### config.mk
export PLATFORM = sky130hd
export DESIGN_NAME = md_unit_top
export DESIGN_NICKNAME = d
export VERILOG_FILES = /design/src/common/md_pkg.sv /design/src/design/md_req_port.sv /design/src/design/md_unit_top.sv /design/src/mult_div/md_divider.sv /design/src/mult_div/md_multiplier.sv /design/src/mult_div/md_sequencer.sv
export SDC_FILE = /design/constraint.sdc
export NUM_CORES = 1
export LEC_CHECK = 0
export ABC_AREA = 1
export BUFFER_PORTS_ARGS = -buffer_cell sky130_fd_sc_hd__buf_4
export CAP_MARGIN = 40
export CORE_UTILIZATION = 38
export CTS_BUF_LIST = sky130_fd_sc_hd__clkbuf_16
export CTS_CLUSTER_DIAMETER = 150
export DETAILED_ROUTE_END_ITERATION = 8
export SLEW_MARGIN = 10
export SYNTH_ARGS = -nofsm -noshare
export SYNTH_HDL_FRONTEND = slang
export SYNTH_SLANG_ARGS = --single-unit
### constraint.sdc
create_clock -name sim_clk -period 4.8 [get_ports sim_clk]
set_input_delay 0.96 -clock sim_clk [delete_from_list [all_inputs] [get_ports sim_clk]]
set_output_delay 0.96 -clock sim_clk [all_outputs]
set_load 0.01 [all_outputs]
### src/common/md_pkg.sv
package md_pkg;

    // ========================================
    // word widths
    // ========================================
    localparam int WORD_W = 26;           // default data word width.
    localparam int STEP_W = 5;            // holds up to 32 divide steps.

    typedef logic [WORD_W-1:0] word_t;    // operand, quotient, remainder or product half.
    typedef logic [WORD_W-1:0] mag_t;     // unsigned magnitude.
    typedef logic [STEP_W-1:0] step_t;    // step count.

    // ========================================
    // operations and sequencer states
    // ========================================
    typedef enum logic {
        OP_MUL = 1'b0,
        OP_DIV = 1'b1
    } op_t;

    typedef enum logic [2:0] {
        S_IDLE = 3'd0,                    // waiting for go.
        S_SIGN = 3'd1,                    // magnitudes formed, datapaths loaded.
        S_STEP = 3'd2,                    // one multiply pair or quotient bit per cycle.
        S_FIX  = 3'd3,                    // signs applied to results.
        S_DONE = 3'd4                     // fin to the request port.
    } seq_state_t;

endpackage

### src/design/md_req_port.sv
`timescale 1ns/1ps
`default_nettype none

module md_req_port #(
    parameter int WIDTH = md_pkg::WORD_W
) (
    input  logic          sim_clk,
    input  logic          arst_n,
    input  logic          req,
    input  md_pkg::op_t   op,
    input  md_pkg::word_t opa,
    input  md_pkg::word_t opb,
    input  logic          fin,
    input  md_pkg::word_t seq_hi,
    input  md_pkg::word_t seq_lo,
    input  logic          seq_zero,
    output logic          ack,
    output logic          go,
    output md_pkg::op_t   op_q,
    output md_pkg::word_t opa_q,
    output md_pkg::word_t opb_q,
    output md_pkg::word_t res_hi,
    output md_pkg::word_t res_lo,
    output logic          div_zero
);
    typedef enum logic [1:0] {
        P_IDLE  = 2'd0,
        P_BUSY  = 2'd1,
        P_ACKED = 2'd2
    } port_state_t;

    port_state_t state;
    logic        start;

    assign start = (state == P_IDLE) && req && !ack;
    assign ack   = (state == P_ACKED);    // registered through the state.

    always_ff @(posedge sim_clk or negedge arst_n) begin
        if (!arst_n) begin
            state <= P_IDLE;
            go    <= 1'b0;
        end else begin
            go <= start;
            case (state)
                P_IDLE:  if (start) state <= P_BUSY;
                P_BUSY:  if (fin) state <= P_ACKED;
                P_ACKED: if (!req) state <= P_IDLE;
                default: state <= P_IDLE;
            endcase
        end
    end

    // operands held for the whole operation.
    always_ff @(posedge sim_clk) begin
        if (start) begin
            op_q  <= op;
            opa_q <= opa[WIDTH-1:0];
            opb_q <= opb[WIDTH-1:0];
        end
    end

    // results held while ack is high.
    always_ff @(posedge sim_clk) begin
        if (fin) begin
            res_hi   <= seq_hi;
            res_lo   <= seq_lo;
            div_zero <= seq_zero;
        end
    end

endmodule

`default_nettype wire

### src/design/md_unit_top.sv
`timescale 1ns/1ps
`default_nettype none

module md_unit_top #(
    parameter int WIDTH = md_pkg::WORD_W
) (
    input  logic          sim_clk,
    input  logic          arst_n,
    input  logic          req,
    input  md_pkg::op_t   op,
    input  md_pkg::word_t opa,
    input  md_pkg::word_t opb,
    output logic          ack,
    output md_pkg::word_t res_hi,
    output md_pkg::word_t res_lo,
    output logic          div_zero
);
    import md_pkg::*;

    logic  go;
    logic  fin;
    logic  load;
    logic  step;
    logic  seq_zero;
    op_t   op_q;
    word_t opa_q;
    word_t opb_q;
    word_t seq_hi;
    word_t seq_lo;
    mag_t  mag_a;
    mag_t  mag_b;
    mag_t  mul_hi;
    mag_t  mul_lo;
    mag_t  div_quo;
    mag_t  div_rem;

    md_req_port #(.WIDTH(WIDTH)) port_i (
        .sim_clk(sim_clk), .arst_n(arst_n), .req(req), .op(op), .opa(opa), .opb(opb),
        .fin(fin), .seq_hi(seq_hi), .seq_lo(seq_lo), .seq_zero(seq_zero),
        .ack(ack), .go(go), .op_q(op_q), .opa_q(opa_q), .opb_q(opb_q),
        .res_hi(res_hi), .res_lo(res_lo), .div_zero(div_zero)
    );

    md_sequencer #(.WIDTH(WIDTH)) seq_i (
        .sim_clk(sim_clk), .arst_n(arst_n), .go(go), .op_q(op_q),
        .opa_q(opa_q), .opb_q(opb_q), .mul_hi(mul_hi), .mul_lo(mul_lo),
        .div_quo(div_quo), .div_rem(div_rem), .load(load), .step(step),
        .mag_a(mag_a), .mag_b(mag_b), .fin(fin), .seq_hi(seq_hi),
        .seq_lo(seq_lo), .seq_zero(seq_zero)
    );

    md_multiplier #(.WIDTH(WIDTH)) mul_i (
        .sim_clk(sim_clk), .arst_n(arst_n), .load(load), .step(step),
        .mag_a(mag_a), .mag_b(mag_b), .mul_hi(mul_hi), .mul_lo(mul_lo)
    );

    md_divider #(.WIDTH(WIDTH)) div_i (
        .sim_clk(sim_clk), .arst_n(arst_n), .load(load), .step(step),
        .mag_a(mag_a), .mag_b(mag_b), .div_quo(div_quo), .div_rem(div_rem)
    );

endmodule

`default_nettype wire

### src/mult_div/md_divider.sv
`timescale 1ns/1ps
`default_nettype none

module md_divider #(
    parameter int WIDTH = md_pkg::WORD_W
) (
    input  logic         sim_clk,
    input  logic         arst_n,
    input  logic         load,
    input  logic         step,
    input  md_pkg::mag_t mag_a,
    input  md_pkg::mag_t mag_b,
    output md_pkg::mag_t div_quo,
    output md_pkg::mag_t div_rem
);
    import md_pkg::*;

    mag_t             prem;               // partial remainder.
    mag_t             quo;                // dividend bits out, quotient bits in.
    mag_t             dvs;
    logic [WIDTH:0]   shifted;
    logic [WIDTH+1:0] diff;
    logic             borrow;

    // ========================================
    // one restoring step
    // ========================================
    assign shifted = {prem, quo[WIDTH-1]};
    assign diff    = {1'b0, shifted} - {2'b00, dvs};
    assign borrow  = diff[WIDTH+1];       // negative, keep shifted value.

    always_ff @(posedge sim_clk) begin
        if (load) begin
            dvs <= mag_b;
        end
    end

    always_ff @(posedge sim_clk or negedge arst_n) begin
        if (!arst_n) begin
            prem <= '0;
            quo  <= '0;
        end else if (load) begin
            prem <= '0;
            quo  <= mag_a;
        end else if (step) begin
            if (borrow) begin
                prem <= shifted[WIDTH-1:0];
                quo  <= {quo[WIDTH-2:0], 1'b0};
            end else begin
                prem <= diff[WIDTH-1:0];  // below the divisor, fits the word.
                quo  <= {quo[WIDTH-2:0], 1'b1};
            end
        end
    end

    assign div_quo = quo;
    assign div_rem = prem;

endmodule

`default_nettype wire

### src/mult_div/md_multiplier.sv
`timescale 1ns/1ps
`default_nettype none

module md_multiplier #(
    parameter int WIDTH = md_pkg::WORD_W
) (
    input  logic         sim_clk,
    input  logic         arst_n,
    input  logic         load,
    input  logic         step,
    input  md_pkg::mag_t mag_a,
    input  md_pkg::mag_t mag_b,
    output md_pkg::mag_t mul_hi,
    output md_pkg::mag_t mul_lo
);
    import md_pkg::*;

    logic [2*WIDTH-1:0] acc;              // partial product over multiplier.
    mag_t               mcand;
    logic [WIDTH+1:0]   mcand3;
    logic [WIDTH+1:0]   addend;
    logic [WIDTH+1:0]   sum;

    // ========================================
    // radix-4 addend select
    // ========================================
    always_comb begin
        case (acc[1:0])
            2'd0:    addend = '0;
            2'd1:    addend = {2'b00, mcand};
            2'd2:    addend = {1'b0, mcand, 1'b0};
            default: addend = mcand3;
        endcase
    end

    // upper half stays below mcand, so four times fits in WIDTH+2
    assign sum = {2'b00, acc[2*WIDTH-1:WIDTH]} + addend;

    always_ff @(posedge sim_clk) begin
        if (load) begin
            mcand  <= mag_a;
            mcand3 <= {2'b00, mag_a} + {1'b0, mag_a, 1'b0};   // triple held for the run.
        end
    end

    always_ff @(posedge sim_clk or negedge arst_n) begin
        if (!arst_n) begin
            acc <= '0;
        end else if (load) begin
            acc <= {{WIDTH{1'b0}}, mag_b};
        end else if (step) begin
            acc <= {sum, acc[WIDTH-1:2]};    // add then shift right by two.
        end
    end

    assign mul_hi = acc[2*WIDTH-1:WIDTH];
    assign mul_lo = acc[WIDTH-1:0];

endmodule

`default_nettype wire

### src/mult_div/md_sequencer.sv
`timescale 1ns/1ps
`default_nettype none

module md_sequencer #(
    parameter int WIDTH = md_pkg::WORD_W
) (
    input  logic          sim_clk,
    input  logic          arst_n,
    input  logic          go,
    input  md_pkg::op_t   op_q,
    input  md_pkg::word_t opa_q,
    input  md_pkg::word_t opb_q,
    input  md_pkg::mag_t  mul_hi,
    input  md_pkg::mag_t  mul_lo,
    input  md_pkg::mag_t  div_quo,
    input  md_pkg::mag_t  div_rem,
    output logic          load,
    output logic          step,
    output md_pkg::mag_t  mag_a,
    output md_pkg::mag_t  mag_b,
    output logic          fin,
    output md_pkg::word_t seq_hi,
    output md_pkg::word_t seq_lo,
    output logic          seq_zero
);
    import md_pkg::*;

    seq_state_t         state;
    step_t              cnt;
    step_t              last_step;
    logic               sign_a;
    logic               sign_b;
    logic               neg_res;          // product or quotient negative.
    logic               neg_rem;          // remainder follows the dividend.
    logic               dz;
    logic [2*WIDTH-1:0] prod_mag;
    logic [2*WIDTH-1:0] prod_fix;
    word_t              quo_fix;
    word_t              rem_fix;

    // ========================================
    // sign gates and magnitudes
    // ========================================
    assign sign_a = opa_q[WIDTH-1];
    assign sign_b = opb_q[WIDTH-1];
    assign mag_a  = sign_a ? -opa_q : opa_q;   // most negative maps to 2**(WIDTH-1).
    assign mag_b  = sign_b ? -opb_q : opb_q;

    assign last_step = (op_q == OP_MUL) ? step_t'(WIDTH / 2 - 1) : step_t'(WIDTH - 1);

    assign load = (state == S_SIGN);
    assign step = (state == S_STEP);
    assign fin  = (state == S_DONE);

    // ========================================
    // state machine and step counter
    // ========================================
    always_ff @(posedge sim_clk or negedge arst_n) begin
        if (!arst_n) begin
            state   <= S_IDLE;
            cnt     <= '0;
            neg_res <= 1'b0;
            neg_rem <= 1'b0;
            dz      <= 1'b0;
        end else begin
            case (state)
                S_IDLE: if (go) state <= S_SIGN;
                S_SIGN: begin
                    state   <= S_STEP;
                    cnt     <= '0;
                    neg_res <= sign_a ^ sign_b;
                    neg_rem <= sign_a;
                    dz      <= (op_q == OP_DIV) && (opb_q == '0);
                end
                S_STEP: begin
                    if (cnt == last_step) begin
                        state <= S_FIX;
                    end else begin
                        cnt <= cnt + 1'b1;
                    end
                end
                S_FIX:   state <= S_DONE;
                S_DONE:  state <= S_IDLE;
                default: state <= S_IDLE;
            endcase
        end
    end

    // ========================================
    // result sign fix-up
    // ========================================
    // full double-length negate so the low word's carry reaches the high word
    assign prod_mag = {mul_hi, mul_lo};
    assign prod_fix = neg_res ? -prod_mag : prod_mag;
    assign quo_fix  = neg_res ? -div_quo : div_quo;
    assign rem_fix  = neg_rem ? -div_rem : div_rem;

    always_ff @(posedge sim_clk) begin
        if (state == S_FIX) begin
            if (dz) begin
                seq_hi <= '0;
                seq_lo <= '0;
            end else if (op_q == OP_MUL) begin
                seq_hi <= prod_fix[2*WIDTH-1:WIDTH];
                seq_lo <= prod_fix[WIDTH-1:0];
            end else begin
                seq_hi <= rem_fix;          // remainder high, quotient low.
                seq_lo <= quo_fix;
            end
            seq_zero <= dz;
        end
    end

endmodule

`default_nettype wire

# Word level (Yosys, flattened, before mapping)
# Cells that the tools add are included.
[totals]
regBits = 357
out_inout_bits = 54
inputBits = 56
[classes]
n_mux = 26
reduce_logical = 12
eq_ne = 15
bitwise = 1
n_addsub = 9
[op_table]
columns = ["cell", "n"]
rows = [
  ["2-to-1 mux 26 bit", 11],
  ["2-to-1 mux 52 bit", 3],
  ["negator 26 bit", 4],
  ["case mux 28 bit (3 select lines)", 1],
  ["negator 52 bit", 1],
  ["adder 26 x 27 -> 28 bit", 1],
  ["adder 26 x 28 -> 28 bit", 1],
  ["subtractor 27 x 26 -> 28 bit", 1],
  ["logical NOT 26 bit", 1],
  ["case mux 3 bit (4 select lines)", 1],
  ["2-to-1 mux 5 bit", 2],
  ["!= test 2 bit (second input constant)", 5],
  ["case mux 5 bit (2 select lines)", 1],
  ["== test 3 x 2 -> 1 bit (second input constant)", 2],
  ["2-to-1 mux 2 bit", 3],
  ["2-to-1 mux 3 bit", 2],
  ["case mux 2 bit (3 select lines)", 1],
  ["adder 5 x 1 -> 5 bit (second input constant)", 1],
  ["== test 5 bit", 1],
  ["== test 2 x 1 -> 1 bit (second input constant)", 2],
  ["== test 2 bit (second input constant)", 2],
  ["logical NOT 2 bit", 2],
  ["AND reduction 2 bit", 2],
  ["== test 3 x 1 -> 1 bit (second input constant)", 1],
  ["9 further kinds", 11],
]

# Depth between registers and ports, before layout
[depth]
ltp_word = 5
ltp_mapped = 23
depth_no_buf = 22

# Hierarchy
# A second synthesis with hierarchy kept.
[unflattened]
cells_unflattened = 3161
area_unflattened_um2 = 24036.8
[modules_own_cells]
columns = ["module", "area_per_inst_um2", "cells_per_inst", "n_inst", "seq_area_each_um2"]
rows = [
  ["md_multiplier", 7767.4, 1060, 1, 2892.8],
  ["md_sequencer", 7330.8, 1181, 1, 1866.8],
  ["md_divider", 5631.7, 799, 1, 2082.0],
  ["md_req_port", 3306.9, 121, 1, 3258.1],
]

# Least setup slack after synthesis
# Ideal clock, no wire load.
[synth_path]
path_type = "reg-to-reg"
from = "register seq_i.state[1]"
to = "register seq_i.seq_hi[0] (enable)"
n_path_buf = 0
t_arrival_ns = 4.061
setup_ns = 0.529
slack_ns = 0.209
required_ns = 4.271
period_less_slack_ns = 4.591
stages_incl_launch_ff = 3
cell_sequence = "dfrtp_1 -> inv_1 -> nor3_1"
[synth_via]
elab_chain_cells = 1
[synth_lines]
columns = ["item", "line", "rtl"]
rows = [
  ["start, declared", "md_sequencer.sv:28", "seq_state_t state;"],
  ["start signal, assigned", "md_sequencer.sv:60", "state <= S_IDLE;"],
  ["start signal, assigned", "md_sequencer.sv:67", "S_IDLE: if (go) state <= S_SIGN;"],
  ["start signal, assigned", "md_sequencer.sv:69", "state <= S_STEP;"],
  ["== test 3 x 2 -> 1 bit", "md_sequencer.sv:99", "if (state == S_FIX) begin"],
  ["end signal, assigned", "md_sequencer.sv:104", "seq_hi <= prod_fix[2*WIDTH-1:WIDTH];"],
  ["end signal, assigned", "md_sequencer.sv:107", "seq_hi <= rem_fix;"],
  ["end, declared", "md_sequencer.sv:22", "output md_pkg::word_t seq_hi,"],
]
# No other way between the ends.
# A chain may end at the register's enable or synchronous reset.

# Final worst setup path
[layout_path]
from = "register port_i.opa_q[0]"
to = "register mul_i.mcand3[26], data pin"
[layout_via]
elab_chain_cells = 3
[layout_lines]
columns = ["item", "line", "rtl"]
rows = [
  ["start, declared", "md_req_port.sv:20", "output md_pkg::word_t opa_q,"],
  ["start signal, assigned", "md_req_port.sv:57", "opa_q <= opa[WIDTH-1:0];"],
  ["negator 26 bit", "md_sequencer.sv:46", "assign mag_a = sign_a ? -opa_q : opa_q;"],
  ["2-to-1 mux 26 bit", "md_sequencer.sv:46", ""],
  ["via div_i.mag_a[22]", "md_divider.sv:11", "input md_pkg::mag_t mag_a,"],
  ["adder 26 x 27 -> 28 bit", "md_multiplier.sv:42", "mcand3 <= {2'b00, mag_a} + {1'b0, mag_a, 1'b0};"],
  ["end signal, assigned", "md_multiplier.sv:42", ""],
  ["end, declared", "md_multiplier.sv:20", "logic [WIDTH+1:0] mcand3;"],
]
# The timed path passes the listed nets, and every way through them passes these cells.

==> flow_metrics.py <==
metrics = {
    "job": {
        "drv_cap": 0,
    },
    "synthesis": {
        "yosys_warnings": 0,
        "ys_ff_latch": 356,
        "yosysMostFrequentCell": "nand2_1",
        "synth-async-reset-ratio_pct": 33.1,
        "synth_top_family_by_area": "simple AND/OR/NAND/NOR gates",
        "synth_edf_count": 238,
        "netlist_instances": 2612,
        "synth.mux.area_fraction_pct": 0,
        "syn_area_per_cell_sq_um": 8.42,
        "synthSimpleGateAreaFrac_pct": 21.7,
        "synth.distinct_cells": 61,
        "seq_area_frac_synth_pct": 45.9,
        "synthTopCellsByCount": "459 x nand2_1, 331 x inv_1, 238 x edfxtp_1, 221 x a21oi_1, 220 x o21ai_0",
        "synth.area.top_cells": "edfxtp_1 32%, dfrtp_1 13%, nand2_1 7.8%, inv_1 5.6%, a21oi_1 5.0%",
        "synthesis.area_sq_um": 22000,
        "synth-main-ff-cell": "edfxtp_1",
        "synth-compound-area-share_pct": 16.6,
        "synthesis.nets": 2756,
        "yosys.area.top_type": "edfxtp_1",
        "synthAdderAreaFrac_pct": 5.11,
        "synth.top_cell.area_share_pct": 32.5,
        "synth-xor-area-share_pct": 3.21,
    },
    "setup_path": {
        "cp.arrival_ns": 4.16,
        "path_delay_family": "simple AND/OR/NAND/NOR gates",
        "cp_num_buf_inv": 2,
        "critPathMaxFanout": 6,
        "slowest_stage": "edfxtp_1",
        "cpPeakStageDelay_ns": 0.43,
        "worstPathRequired_ns": 5.13,
        "end_kind": "flip-flop",
        "setup.worst_path.class": "flip-flop to flip-flop",
        "cp_cell_sequence": "inv_1 -> ha_1 -> nand2_2 -> nor2_1 -> nand2_2 -> o31ai_1 -> o21ai_0 -> xor2_1 -> ha_1 -> nand2_1 -> nor3_1 -> inv_1 -> nor3_2 -> nand3_1 -> nand3_1 -> nand2_1",
        "crit_path_start_kind": "flip-flop",
    },
    "power": {
        "intPower_mw": 8.45,
        "p_comb_share_pct": 46.4,
        "clockPowerShare_pct": 21.1,
        "vdd_drop_max_mv": 0.386,
        "p_sw_mw": 6.73,
        "seq_power_share_pct": 32.5,
        "power_density_nw_per_um2": 605,
        "p_leak_nw": 10.9,
        "p_sw_share_pct": 44.3,
    },
    "floorplan": {
        "core_sq_um": 56800,
        "die_y_um": 243,
        "ioPinCount": 110,
        "fp.dieArea_sq_um": 58900,
        "die_w_um": 243,
        "num_rows": 87,
        "start_util_pct": 38.7,
    },
    "global_route": {
        "grt_pass1_wl_mm": 104,
        "grt-ovfl-total": 0,
        "grt_start_max_net_pins": 72,
        "grt_pass1_vias": 18300,
        "grt_usage_pct": 22.4,
        "antenna_found_initial": 1,
    },
    "cts": {
        "clk_pin_slew_ns": 0.06,
        "h-tree-depth": 2,
        "tritoncts": "yes",
        "numCtsBuffers": 41,
        "clk_latency_ns": 0.58,
        "clockBufferDepth": 3,
        "postCtsHoldBufs": 0,
        "root_buffer": "clkbuf_16",
        "cts.sinks": 356,
        "cts.repair.resized": 0,
        "post-cts-setup-buffer-count": 0,
    },
    "finish": {
        "reg_top3": "mul_i.acc x52, mul_i.mcand3 x28",
        "fin_area_sq_um": 25100,
        "top_register": "mul_i.acc",
        "nets": 2851,
        "antenna_cells": 0,
        "area_growth_syn_to_layout_pct": 14.1,
        "largest_reg_flops": 52,
        "layout-drive-gt1-share_pct": 11.9,
    },
    "route": {
        "vias": 19000,
        "postRouteAntennaNets": 0,
        "drtPass1Iterations": 5,
        "drt_iter0_markers": 1620,
        "drc_errors": 0,
        "viasPerCell": 5.43,
        "avgRoutedWirePerCell_um": 19.0,
        "routed_wl_mm": 66.3,
    },
    "sta": {
        "fin_worst_skew_ns": 0.0144,
        "post-route-worst-setup-slack_ns": 0.971,
        "worst_pin_slew_ns": 0.839,
        "holdWs_ns": 0.417,
        "rsz0062_at_grt": "no",
        "finalMaxSlewViolations": 0,
        "hold_viol": 0,
        "min_period_ns": 3.83,
        "clock.fmax_ghz": 0.261,
        "max_slew_margin_pct": 44.1,
        "finalSetupTns_ns": 0,
        "period_share_pct": 79.8,
        "setup_viol": 0,
    },
    "placed_design": {
        "port_buffers": 109,
        "routabilityCongestion": 0.922,
        "hpwl_mm": 50.9,
        "dpl_cell_area_sq_um": 23700,
        "pre_cts_ws_ns": 0.999,
    },
    "min_path": {
        "worstHoldPathType": "flip-flop to flip-flop",
    },
    "run_status": {
        "status": "completed",
    },
}
-- stage by stage --
step | cells | util [%] | total power, mW
2_1_floorplan | 2612 | - | 9.75
3_3_place_gp | 3416 | 41.6 | 11.8
3_5_place_dp | 3420 | 41.7 | 11.9
4_1_cts | 3496 | 44.2 | 15.2
5_1_grt | 3496 | 44.2 | 16.2
6_report | 3496 | 44.2 | 15.2
-- routing by layer --
layer	wire, um	track usage (%)
met1	31100	31.9
met2	29800	35.6
met3	3580	2.24
met4	1910	7.36
met5	0	0
-- power groups by stage --
stage	sequential, mW	clock [mW]	combinational, mW
detailed placement	4.98	0	6.96
floorplan	4.77	0	4.98
finish	4.93	3.21	7.05
global placement	4.99	0	6.78
global route	5.02	3.38	7.85
CTS	4.93	3.27	6.99
-- cell type report --
class | count | area [sq um]
Clock buffer | 41 | 1030
Clock inverter | 35 | 354
Fill cell | 5573 | 31700
Inverter | 346 | 1300
Multi-Input combinational cell | 1828 | 10300
Sequential cell | 356 | 10100
Tap cell | 756 | 946
Timing Repair Buffer | 134 | 1080
-- cells in the final DEF, fill, tap and decap left out, types with 40 or more instances in the layout --
| cell type | synthesis | routed |
|---|---|---|
| edfxtp_1 | 238 | 238 |
| a21oi_1 | 221 | 221 |
| clkbuf_16 | 0 | 41 |
| o21ai_0 | 220 | 220 |
| buf_4 | 2 | 130 |
| o221ai_1 | 49 | 49 |
| inv_1 | 331 | 336 |
| nor2_1 | 198 | 196 |
| nand3_1 | 188 | 188 |
| xor2_1 | 47 | 47 |
| ha_1 | 85 | 85 |
| nand2_2 | 39 | 40 |
| nor3_1 | 43 | 41 |
| dfrtp_1 | 118 | 117 |
| nand2_1 | 459 | 458 |
-- path summary, 6_finish.rpt --
check / end / slack [ns] / depth (start not counted) / from
worst min register to register: port_i.res_hi[4]$_DFFE_PP_ / 0.42 / 0 / seq_i.seq_hi[4]$_SDFFCE_PP0P_
min in group asynchronous: div_i.div_quo[0]$_DFFE_PN0N_ / 0.44 / 1 / arst_n
worst min-delay path: port_i.res_hi[4]$_DFFE_PP_ / 0.42 / 0 / seq_i.seq_hi[4]$_SDFFCE_PP0P_
worst max register to register: mul_i.mcand3[26]$_DFFE_PP_ / 0.97 / 16 / port_i.opa_q[0]$_DFFE_PP_
max in group asynchronous: mul_i.acc[51]$_DFFE_PN0N_ / 3.22 / 2 / arst_n
worst max-delay path: mul_i.mcand3[26]$_DFFE_PP_ / 0.97 / 16 / port_i.opa_q[0]$_DFFE_PP_
-- kinds of logic after synthesis --
logic type | after synthesis
XOR/XNOR | 79
AO/OA/AOI/OAI | 622
buffers and inverters | 428
flip-flops | 356
adder cells (fa/ha/maj) | 88
AND/OR/NAND/NOR | 1039
Power figures use the tool's default switching activity.
